### src/logic/gfxPkg.sv
package gfxPkg;

	////////////////////
	// widths
	////////////////////
	localparam int CoordW       = 16;                          // cpu register and coordinate width
	localparam int XAddrBits    = 10;                          // 1024 columns
	localparam int YAddrBits    = 9;                           // 512 rows
	localparam int SramAddrW    = YAddrBits + XAddrBits - 1;   // two pixels per sram word
	localparam int PixelW       = 8;                           // palette index
	localparam int PaletteAddrW = 6;                           // 64 palette entries
	localparam int RgbW         = 24;                          // 00RRGGBB without the top byte

	localparam int SramReadLatDef = 2;   // accept to capture of read data

	// byte offsets of the registers, upper address byte must be zero
	typedef enum logic [7:0] {
		OfsCmd    = 8'h00,   // command on write, status on read
		OfsX1     = 8'h02,
		OfsY1     = 8'h04,
		OfsX2     = 8'h06,
		OfsY2     = 8'h08,
		OfsColour = 8'h0E    // colour on write, colour latch on read
	} regOfs_e;

	typedef enum logic [CoordW-1:0] {
		HLine          = 16'h0001,
		VLine          = 16'h0002,
		PutPixel       = 16'h000A,
		GetPixel       = 16'h000B,
		ProgramPalette = 16'h0010
	} cmd_e;

	////////////////////
	// bundles
	////////////////////
	typedef struct packed {
		logic              csN;
		logic              asN;     // address strobe, cycle ends when high
		logic              udsN;    // upper byte lane
		logic              ldsN;    // lower byte lane
		logic              rw;      // 1 read, 0 write
		logic [CoordW-1:0] addr;
		logic [CoordW-1:0] wdata;
	} cpuBus_t;

	typedef struct packed {
		logic [CoordW-1:0] x1;
		logic [CoordW-1:0] y1;
		logic [CoordW-1:0] x2;
		logic [CoordW-1:0] y2;
		logic [CoordW-1:0] colour;
		logic [CoordW-1:0] command;
	} drawRegs_t;

	typedef struct packed {
		logic [CoordW-1:0] x;
		logic [CoordW-1:0] y;
		logic [PixelW-1:0] colour;
		logic              write;   // 0 means pixel read
	} pixelReq_t;

	typedef struct packed {
		logic [SramAddrW-1:0] addr;
		logic [15:0]          wdata;
		logic                 udsN;
		logic                 ldsN;
		logic                 rwN;
	} sramBus_t;

	typedef struct packed {
		logic [PaletteAddrW-1:0] addr;
		logic [RgbW-1:0]         rgb;
	} paletteWr_t;

endpackage

### src/logic/drawSequencer.sv
`timescale 1ns/100ps
module drawSequencer (
	input  logic                  Clk,
	input  logic                  i_rstN,
	input  logic                  i_cmdValid,
	input  gfxPkg::drawRegs_t     i_regs,
	input  logic                  i_pxReady,
	input  logic                  i_rdValid,
	input  logic                  i_palDone,
	output logic                  o_cmdReady,
	output logic                  o_engineBusy,
	output logic                  o_pxValid,
	output gfxPkg::pixelReq_t     o_px,
	output logic                  o_palValid,
	output gfxPkg::paletteWr_t    o_pal
);

	typedef enum logic [2:0] {
		Idle,
		Decode,     // one cycle to look at the command
		Pixel,      // single write
		Read,       // single read request
		ReadWait,   // wait for returned byte
		Line,       // stream of writes along one axis
		Palette     // wait for the loader
	} state_e;

	state_e                       state;
	state_e                       nxtState;
	gfxPkg::drawRegs_t            cmdRegs;    // snapshot taken at accept
	logic                         isVert;
	logic                         spanLoad;
	logic                         spanStep;
	logic [gfxPkg::CoordW-1:0]    spanPos;
	logic                         spanLast;

	assign isVert   = (cmdRegs.command == gfxPkg::VLine);
	assign spanLoad = (state == Decode);                   // harmless for other commands
	assign spanStep = (state == Line) && i_pxReady;        // advance on each accepted write

	spanWalker spanWalker_i (
		.Clk     (Clk),
		.i_rstN  (i_rstN),
		.i_load  (spanLoad),
		.i_start (isVert ? cmdRegs.y1 : cmdRegs.x1),
		.i_end   (isVert ? cmdRegs.y2 : cmdRegs.x2),
		.i_step  (spanStep),
		.o_pos   (spanPos),
		.o_last  (spanLast)
	);

	always_ff @(posedge Clk) begin
		if (i_cmdValid && o_cmdReady)
			cmdRegs <= i_regs;
	end

	always_ff @(posedge Clk or negedge i_rstN) begin
		if (!i_rstN)
			state <= Idle;
		else
			state <= nxtState;
	end

	////////////////////
	// next state
	////////////////////
	always_comb begin
		nxtState = state;
		case (state)
			Idle: if (i_cmdValid) nxtState = Decode;
			Decode: begin
				case (cmdRegs.command)
					gfxPkg::PutPixel:       nxtState = Pixel;
					gfxPkg::GetPixel:       nxtState = Read;
					gfxPkg::HLine,
					gfxPkg::VLine:          nxtState = Line;
					gfxPkg::ProgramPalette: nxtState = Palette;
					default:                nxtState = Idle;   // unknown code does nothing
				endcase
			end
			Pixel: if (i_pxReady) nxtState = Idle;
			Read: if (i_pxReady) nxtState = ReadWait;
			ReadWait: if (i_rdValid) nxtState = Idle;   // latch is loaded by then
			Line: if (i_pxReady && spanLast) nxtState = Idle;
			Palette: if (i_palDone) nxtState = Idle;
			default: nxtState = Idle;
		endcase
	end

	////////////////////
	// outputs
	////////////////////
	assign o_cmdReady   = (state == Idle);
	assign o_engineBusy = (state != Idle);
	assign o_pxValid    = (state == Pixel) || (state == Read) || (state == Line);
	assign o_palValid   = (state == Palette);

	always_comb begin
		o_px.x      = cmdRegs.x1;
		o_px.y      = cmdRegs.y1;
		o_px.colour = cmdRegs.colour[gfxPkg::PixelW-1:0];
		o_px.write  = (state != Read);
		if (state == Line) begin
			if (isVert)
				o_px.y = spanPos;   // column fixed at x1
			else
				o_px.x = spanPos;   // row fixed at y1
		end
	end

	// entry from colour, rgb is x1 low byte then y1
	assign o_pal.addr = cmdRegs.colour[gfxPkg::PaletteAddrW-1:0];
	assign o_pal.rgb  = {cmdRegs.x1[7:0], cmdRegs.y1};

endmodule

### src/logic/frameBufferPort.sv
`timescale 1ns/100ps
module frameBufferPort #(
	parameter int SramReadLat = gfxPkg::SramReadLatDef
) (
	input  logic                         Clk,
	input  logic                         i_rstN,
	input  logic                         i_pxValid,
	input  gfxPkg::pixelReq_t            i_px,
	input  logic [15:0]                  i_sramRdata,
	output logic                         o_pxReady,
	output gfxPkg::sramBus_t             o_sram,
	output logic                         o_rdValid,
	output logic [gfxPkg::PixelW-1:0]    o_rdByte
);

	logic                      accept;
	logic                      rdAccept;
	logic [SramReadLat-1:0]    rdPipe;    // read marker, one stage per cycle
	logic [SramReadLat-1:0]    oddPipe;   // x parity travelling with it
	gfxPkg::sramBus_t          nxtSram;

	assign o_pxReady = ~|rdPipe;   // hold off while a read is in flight
	assign accept    = i_pxValid && o_pxReady;
	assign rdAccept  = accept && !i_px.write;

	////////////////////
	// request mapping
	////////////////////
	always_comb begin
		nxtSram.addr  = {i_px.y[gfxPkg::YAddrBits-1:0], i_px.x[gfxPkg::XAddrBits-1:1]};
		nxtSram.wdata = {i_px.colour, i_px.colour};   // same byte on both halves
		nxtSram.udsN  = 1'b1;
		nxtSram.ldsN  = 1'b1;
		nxtSram.rwN   = 1'b1;
		if (accept) begin
			if (i_px.write) begin
				nxtSram.udsN = i_px.x[0];    // even pixel in upper half
				nxtSram.ldsN = !i_px.x[0];
				nxtSram.rwN  = 1'b0;
			end else begin
				nxtSram.udsN = 1'b0;         // fetch whole word
				nxtSram.ldsN = 1'b0;
			end
		end
	end

	always_ff @(posedge Clk or negedge i_rstN) begin
		if (!i_rstN) begin
			o_sram    <= '{addr: '0, wdata: '0, udsN: 1'b1, ldsN: 1'b1, rwN: 1'b1};
			rdPipe    <= '0;
			o_rdValid <= 1'b0;
		end else begin
			o_sram    <= nxtSram;
			rdPipe[0] <= rdAccept;
			for (int i = 1; i < SramReadLat; i++)
				rdPipe[i] <= rdPipe[i-1];
			o_rdValid <= rdPipe[SramReadLat-1];
		end
	end

	////////////////////
	// read return
	////////////////////
	always_ff @(posedge Clk) begin
		oddPipe[0] <= i_px.x[0];
		for (int i = 1; i < SramReadLat; i++)
			oddPipe[i] <= oddPipe[i-1];
		if (rdPipe[SramReadLat-1])
			o_rdByte <= oddPipe[SramReadLat-1] ? i_sramRdata[7:0] : i_sramRdata[15:8];
	end

endmodule

### src/logic/gfxRegs.sv
`timescale 1ns/100ps
module gfxRegs (
	input  logic                         Clk,
	input  logic                         i_rstN,
	input  gfxPkg::cpuBus_t              i_cpuBus,
	input  logic                         i_cmdReady,
	input  logic                         i_engineBusy,
	input  logic                         i_rdValid,
	input  logic [gfxPkg::PixelW-1:0]    i_rdByte,
	output gfxPkg::drawRegs_t            o_regs,
	output logic                         o_cmdValid,
	output logic [gfxPkg::CoordW-1:0]    o_cpuRdata
);

	logic                         decodeOk;      // chip selected, strobe low, our page
	logic                         wrEn;
	logic                         rdEn;
	logic [7:0]                   ofs;           // word aligned offset
	logic                         cmdWr;
	logic                         cmdPending;
	logic                         engineIdle;
	logic [gfxPkg::CoordW-1:0]    colourLatch;   // last pixel read back

	// only the lanes with a low strobe take new data
	function automatic logic [gfxPkg::CoordW-1:0] laneWr(
		input logic [gfxPkg::CoordW-1:0] old,
		input gfxPkg::cpuBus_t           bus
	);
		laneWr = old;
		if (!bus.udsN)
			laneWr[15:8] = bus.wdata[15:8];
		if (!bus.ldsN)
			laneWr[7:0] = bus.wdata[7:0];
	endfunction

	////////////////////
	// address decode
	////////////////////
	assign decodeOk = !i_cpuBus.csN && !i_cpuBus.asN && (i_cpuBus.addr[15:8] == 8'h00);
	assign wrEn     = decodeOk && !i_cpuBus.rw;
	assign rdEn     = decodeOk && i_cpuBus.rw;
	assign ofs      = {i_cpuBus.addr[7:1], 1'b0};   // byte address within the word ignored
	assign cmdWr    = wrEn && (ofs == gfxPkg::OfsCmd);

	always_ff @(posedge Clk or negedge i_rstN) begin
		if (!i_rstN) begin
			o_regs <= '{x1: '0, y1: '0, x2: 16'h0400, y2: 16'h0200,
				colour: 16'h0004, command: '0};   // full screen corners, palette entry 4
		end else if (wrEn) begin
			case (ofs)
				gfxPkg::OfsCmd:    o_regs.command <= laneWr(o_regs.command, i_cpuBus);
				gfxPkg::OfsX1:     o_regs.x1      <= laneWr(o_regs.x1, i_cpuBus);
				gfxPkg::OfsY1:     o_regs.y1      <= laneWr(o_regs.y1, i_cpuBus);
				gfxPkg::OfsX2:     o_regs.x2      <= laneWr(o_regs.x2, i_cpuBus);
				gfxPkg::OfsY2:     o_regs.y2      <= laneWr(o_regs.y2, i_cpuBus);
				gfxPkg::OfsColour: o_regs.colour  <= laneWr(o_regs.colour, i_cpuBus);
				default: ;                                            // unmapped offset
			endcase
		end
	end

	////////////////////
	// command hand-off
	////////////////////
	always_ff @(posedge Clk or negedge i_rstN) begin
		if (!i_rstN) begin
			cmdPending <= 1'b0;
		end else if (cmdWr) begin
			cmdPending <= 1'b1;
		end else if (o_cmdValid && i_cmdReady) begin
			cmdPending <= 1'b0;   // sequencer has taken the registers
		end
	end

	// offer the command only once the cpu cycle has ended
	assign o_cmdValid = cmdPending && i_cpuBus.asN;

	always_ff @(posedge Clk or negedge i_rstN) begin
		if (!i_rstN)
			colourLatch <= '0;
		else if (i_rdValid)
			colourLatch <= {{(gfxPkg::CoordW - gfxPkg::PixelW){1'b0}}, i_rdByte};
	end

	////////////////////
	// readback
	////////////////////
	assign engineIdle = !cmdPending && !i_engineBusy;   // status bit 0

	always_comb begin
		o_cpuRdata = '0;   // nothing selected reads as zero
		if (rdEn) begin
			if (ofs == gfxPkg::OfsCmd)
				o_cpuRdata = {{(gfxPkg::CoordW - 1){1'b0}}, engineIdle};
			else if (ofs == gfxPkg::OfsColour)
				o_cpuRdata = colourLatch;
		end
	end

endmodule

### src/logic/graphicsController.sv
`timescale 1ns/100ps
module graphicsController #(
	parameter int SramReadLat = gfxPkg::SramReadLatDef   // sram read pipeline depth
) (
	input  logic                         Clk,
	input  logic                         i_rstN,
	input  gfxPkg::cpuBus_t              i_cpuBus,
	input  logic                         i_vSyncN,
	input  logic [15:0]                  i_sramRdata,
	output logic [gfxPkg::CoordW-1:0]    o_cpuRdata,
	output gfxPkg::sramBus_t             o_sram,
	output gfxPkg::paletteWr_t           o_palette,
	output logic                         o_paletteWe
);

	gfxPkg::drawRegs_t            regs;
	logic                         cmdValid;
	logic                         cmdReady;
	logic                         engineBusy;
	logic                         pxValid;     // pixel request path
	logic                         pxReady;
	gfxPkg::pixelReq_t            px;
	logic                         rdValid;     // read return
	logic [gfxPkg::PixelW-1:0]    rdByte;
	logic                         palValid;    // palette path
	gfxPkg::paletteWr_t           pal;
	logic                         palDone;

	gfxRegs gfxRegs_i (
		.Clk          (Clk),
		.i_rstN       (i_rstN),
		.i_cpuBus     (i_cpuBus),
		.i_cmdReady   (cmdReady),
		.i_engineBusy (engineBusy),
		.i_rdValid    (rdValid),
		.i_rdByte     (rdByte),
		.o_regs       (regs),
		.o_cmdValid   (cmdValid),
		.o_cpuRdata   (o_cpuRdata)
	);

	drawSequencer drawSequencer_i (
		.Clk          (Clk),
		.i_rstN       (i_rstN),
		.i_cmdValid   (cmdValid),
		.i_regs       (regs),
		.i_pxReady    (pxReady),
		.i_rdValid    (rdValid),
		.i_palDone    (palDone),
		.o_cmdReady   (cmdReady),
		.o_engineBusy (engineBusy),
		.o_pxValid    (pxValid),
		.o_px         (px),
		.o_palValid   (palValid),
		.o_pal        (pal)
	);

	frameBufferPort #(
		.SramReadLat (SramReadLat)
	) frameBufferPort_i (
		.Clk         (Clk),
		.i_rstN      (i_rstN),
		.i_pxValid   (pxValid),
		.i_px        (px),
		.i_sramRdata (i_sramRdata),
		.o_pxReady   (pxReady),
		.o_sram      (o_sram),
		.o_rdValid   (rdValid),
		.o_rdByte    (rdByte)
	);

	paletteLoader paletteLoader_i (
		.Clk         (Clk),
		.i_rstN      (i_rstN),
		.i_palValid  (palValid),
		.i_pal       (pal),
		.i_vSyncN    (i_vSyncN),
		.o_palDone   (palDone),
		.o_palette   (o_palette),
		.o_paletteWe (o_paletteWe)
	);

endmodule

### src/logic/paletteLoader.sv
`timescale 1ns/100ps
module paletteLoader (
	input  logic                  Clk,
	input  logic                  i_rstN,
	input  logic                  i_palValid,
	input  gfxPkg::paletteWr_t    i_pal,
	input  logic                  i_vSyncN,
	output logic                  o_palDone,
	output gfxPkg::paletteWr_t    o_palette,
	output logic                  o_paletteWe
);

	logic held;   // request waiting for blanking
	logic take;

	// no retake in the pulse cycle while the sequencer still shows valid
	assign take = i_palValid && !held && !o_paletteWe;

	always_ff @(posedge Clk or negedge i_rstN) begin
		if (!i_rstN) begin
			held        <= 1'b0;
			o_paletteWe <= 1'b0;
		end else begin
			o_paletteWe <= held && !i_vSyncN;   // write only in vertical blanking
			if (held && !i_vSyncN)
				held <= 1'b0;
			else if (take)
				held <= 1'b1;
		end
	end

	always_ff @(posedge Clk) begin
		if (take)
			o_palette <= i_pal;   // stays put through active video
	end

	assign o_palDone = o_paletteWe;

endmodule

### src/logic/spanWalker.sv
`timescale 1ns/100ps
module spanWalker (
	input  logic                         Clk,
	input  logic                         i_rstN,
	input  logic                         i_load,
	input  logic [gfxPkg::CoordW-1:0]    i_start,
	input  logic [gfxPkg::CoordW-1:0]    i_end,
	input  logic                         i_step,
	output logic [gfxPkg::CoordW-1:0]    o_pos,
	output logic                         o_last
);

	logic [gfxPkg::CoordW-1:0] endPos;   // latched end of the span

	always_ff @(posedge Clk or negedge i_rstN) begin
		if (!i_rstN) begin
			o_pos  <= '0;
			endPos <= '0;
		end else if (i_load) begin
			o_pos  <= i_start;
			endPos <= i_end;
		end else if (i_step) begin
			o_pos <= o_pos + 1'b1;   // one pixel per accepted request
		end
	end

	// signed so a negative end still stops at the start
	assign o_last = ($signed(o_pos) >= $signed(endPos));

endmodule

### config.mk
export PLATFORM = sky130hd
export DESIGN_NAME = graphicsController
export DESIGN_NICKNAME = d
export VERILOG_FILES = /design/src/logic/gfxPkg.sv /design/src/logic/drawSequencer.sv /design/src/logic/frameBufferPort.sv /design/src/logic/gfxRegs.sv /design/src/logic/graphicsController.sv /design/src/logic/paletteLoader.sv /design/src/logic/spanWalker.sv
export SDC_FILE = /design/constraint.sdc
export NUM_CORES = 1
export LEC_CHECK = 0
export ABC_CLOCK_PERIOD_IN_PS = 6600
export BUFFER_PORTS_ARGS = -buffer_cell sky130_fd_sc_hd__buf_4
export CAP_MARGIN = 10
export CORE_AREA = 2 2 145 147
export CTS_CLUSTER_SIZE = 25
export DETAILED_ROUTE_END_ITERATION = 8
export DIE_AREA = 0 0 147 149
export PLACE_DENSITY = 0.8
export SYNTH_ARGS = -nofsm -noshare
export SYNTH_HDL_FRONTEND = slang
export SYNTH_SLANG_ARGS = --single-unit
### constraint.sdc
create_clock -name Clk -period 6.6 [get_ports Clk]
set_clock_uncertainty 0.15 [all_clocks]
set_input_delay 1.32 -clock Clk [delete_from_list [all_inputs] [get_ports Clk]]
set_output_delay 1.32 -clock Clk [all_outputs]
set_load 0.01 [all_outputs]
==> results.sh <==
export IMPL_status="finished, final reports clean"
export IMPL_core_sq_um=20600
export IMPL_hp_class="reg2reg"
export IMPL_synth_top_area_share_pct=33.5
export IMPL_instances_no_fill=1197
export IMPL_cts_buffers=28
export IMPL_drive_above_1_share_pct=35.9
export IMPL_hp_start="frameBufferPort_i.oddPipe[0]"
export IMPL_dr_pass1_iters=6
export IMPL_grt_pass1_vias=6732
export IMPL_dieArea_sq_um=21900
export IMPL_max_slew_worst_pin_slew_ps=1070
export IMPL_maxSlewViolCount=0
export IMPL_initial_utilization_pct=58.2
export IMPL_final_common_cell="dfrtp_1"
export IMPL_rrSetupSlack_ps=3810
export IMPL_ios=140
export IMPL_fmax_mhz=222
export IMPL_crit_chain="buf_4, nor4_2, nand4_1, nor2_1, and2_1, buf_4"
export IMPL_synth_cell_type_count=67
export IMPL_cts_resized=0
export IMPL_htreeDepth=1
export IMPL_dp_hpwl_um=15300
export IMPL_num_rows=53
export IMPL_vias_per_cell=5.61
export IMPL_ys_flop_type="dfrtp_1"
export IMPL_port_buffers=130
export IMPL_cts_hold_buffers=0
export IMPL_grt_pass1_wl_um=36600
export IMPL_critical_path_arrival_ps=3040
export IMPL_layout_common_cells="dfrtp_1 (160), buf_4 (133), edfxtp_1 (126)"
export IMPL_totalWireLength_um=23200
export IMPL_synth_top_area_cell="dfrtp_1"
export IMPL_sw_frac_of_total_pct=25.7
export IMPL_p_per_area_nw_per_um2=314
export IMPL_drv_cap=0
export IMPL_reg2reg_to="drawSequencer_i.o_pal[16]"
export IMPL_finalHoldViolCount=0
export IMPL_p_leak_nw=6.44
export IMPL_p_int_mw=3.30
export IMPL_crit_path_max_incr_delay_ps=500
export IMPL_grt_max_degree=78
export IMPL_seq_power_share_pct=47.8
export IMPL_switching_power_mw=1.14
export IMPL_gp_congestion=0.846
export IMPL_synth_cells=765
export IMPL_cpLargestDelayFamily="simple AND/OR/NAND/NOR gates"
export IMPL_min_to="frameBufferPort_i.oddPipe[1]"
export IMPL_cts_sinks=294
export IMPL_finalCritPeriodShare_pct=68.4
export IMPL_worst_skew_pair_late_latency_ps=550
export IMPL_crit_required_ps=5130
export IMPL_rsz0062_at_grt="no"
export IMPL_die_height_um=149
export IMPL_tns_ps=0
export IMPL_reg2reg_depth=3
export IMPL_synth_seq_cells=294
export IMPL_drtIter0Drc=466
export IMPL_vias=6719
export IMPL_cts_buffer_depth=3
export IMPL_cp_depth=6
export IMPL_syn_area_sq_um=12000
export IMPL_root_buffer="clkbuf_16"
export IMPL_cts_tree="built"
export IMPL_relSlewSlack_pct=28.6
export IMPL_setup_viol=0
export IMPL_finalCriticalPeriod_ps=4510
export IMPL_fp_dieW_um=147
export IMPL_cpMostUsedCell="buf_4"
export IMPL_synth_area_leaders="dfrtp_1 (33%), edfxtp_1 (32%), mux2_2 (10%), mux2i_1 (3.4%), nor2_8 (2.0%)"
export IMPL_cp_start_kind="primary input"
export IMPL_hold_depth=0
export IMPL_endpoint_kind="output port"
export IMPL_crit_buf_inv=2
export IMPL_antenna_found_initial=0
export IMPL_globalRouteOverflowTotal=0
export IMPL_syn_area_per_cell_sq_um=15.6
export IMPL_track_usage_pct=21.6
export IMPL_r2r_start="drawSequencer_i.state[2]"
export IMPL_drc=0
export IMPL_cts_setup_buffers=0
export IMPL_wl_per_cell_um=19.4
export IMPL_clk_pin_slew_ps=60
export IMPL_async_flop_share_pct=56.5
export IMPL_pwr_share_clk_pct=38.8
export IMPL_vdd_drop_max_mv=0.263
export IMPL_crit_type="in2out"
export IMPL_nets=972
export IMPL_dpl_cell_count=1144
export IMPL_ant_nets=0
export IMPL_crit_fanout=7
export IMPL_seq_area_frac_synth_pct=66.8
export IMPL_yosysWarnings=0
export IMPL_pwr_share_comb_pct=13.4
export IMPL_synth_edf_count=126
export IMPL_cpMaxStageDelayCell="nand4_1"
export IMPL_area_delta_synth_final_pct=18.1
export IMPL_whs_ps=182
[layer usage]
layer / vias up / GRT usage, % / share of wire [%]
li1: 3064 / - / -
met1: 3400 / 30.0 / 43
met2: 220 / 34.9 / 48
met3: 35 / 4.56 / 6.7
met4: 0 / 6.39 / 2.1
met5: - / 0 / 0
[power groups by stage]
stage / combinational, mW / sequential (mW) / clock, mW
after floorplan: 0.426 / 2.10 / 0
after global placement: 0.557 / 2.15 / 0
after detailed placement: 0.584 / 2.15 / 0
after CTS: 0.596 / 2.12 / 1.75
after global routing: 0.681 / 2.14 / 1.82
final: 0.594 / 2.12 / 1.72
[final cells by class]
| type | instances | area, sq um |
|---|---|---|
| multi-input cells | 417 | 3680 |
| repair buffers | 134 | 1010 |
| clock inverters | 15 | 238 |
| well taps | 275 | 344 |
| fillers | 1381 | 6430 |
| inverters | 24 | 90.1 |
| clock buffers | 37 | 774 |
| flip-flops and latches | 294 | 7990 |
| diodes | 1 | 2.50 |
[synth_stat cells (10+ instances only)]
cell        n
dfrtp_1   160
edfxtp_1  126
mux2_2    110
mux2i_1    41
nor2_1     35
a21oi_1    25
inv_1      24
buf_4      18
ha_1       17
nand2_1    17
nor3_1     14
nor2_8     12
clkbuf_1   10
nand4_1    10
o21ai_0    10
[registers in the layout, indices dropped and copies added, names as in the netlist, 2 cells and up]
signal	cells
drawSequencer_i.spanWalker_i.endPos	16
drawSequencer_i.cmdRegs	56
drawSequencer_i.o_pal	30
frameBufferPort_i.o_rdByte	8
drawSequencer_i.o_px	2
frameBufferPort_i.o_sram	29
frameBufferPort_i.rdPipe	2
paletteLoader_i.o_palette	30
gfxRegs_i.colourLatch	8
frameBufferPort_i.oddPipe	2
drawSequencer_i.spanWalker_i.o_pos	16
gfxRegs_i.o_regs	88
drawSequencer_i.state	3
[cell families (layout without fill, tap and decap cells)]
group	Yosys count	after routing	share of synthesized area, %
xor gates and xnor gates	10	10	0.732
muxes	162	162	15.1
and+or+nand+nor	149	149	8.86
adders and majority gates	17	17	1.78
DFF	294	294	66.8
other	1	9	0.0314
buffers and inverters	61	210	2.81
AOI/OAI and AO/OA	71	71	3.95
[stage by stage]
stage                     utilization (%)  cell area, sq um  power (mW)  setup slack (ps)
final                                68.7             14100        4.44              2090
after global routing                 68.7             14100        4.64              1910
after CTS                            68.7             14100        4.47              2060
after detailed placement             63.8             13100        2.74              2060
after global placement               63.8             13100        2.71              2100
after floorplan                         -             12000        2.53              2590
[worst reg2reg max path, stage by stage (launching register included)]
cell and delay (ps):
dfrtp_1 580, nor3_1 400, and3_4 510, buf_4 760
[worst max path at each step]
stage,from,to
floorplan,i_cpuBus[35],drawSequencer_i.cmdRegs[0]
global placement,i_cpuBus[20],o_cpuRdata[3]
detailed placement,i_cpuBus[20],o_cpuRdata[7]
CTS,i_cpuBus[20],o_cpuRdata[7]
global route,i_cpuBus[20],o_cpuRdata[1]
finish,i_cpuBus[20],o_cpuRdata[7]
Power figures use the tool's default switching activity.
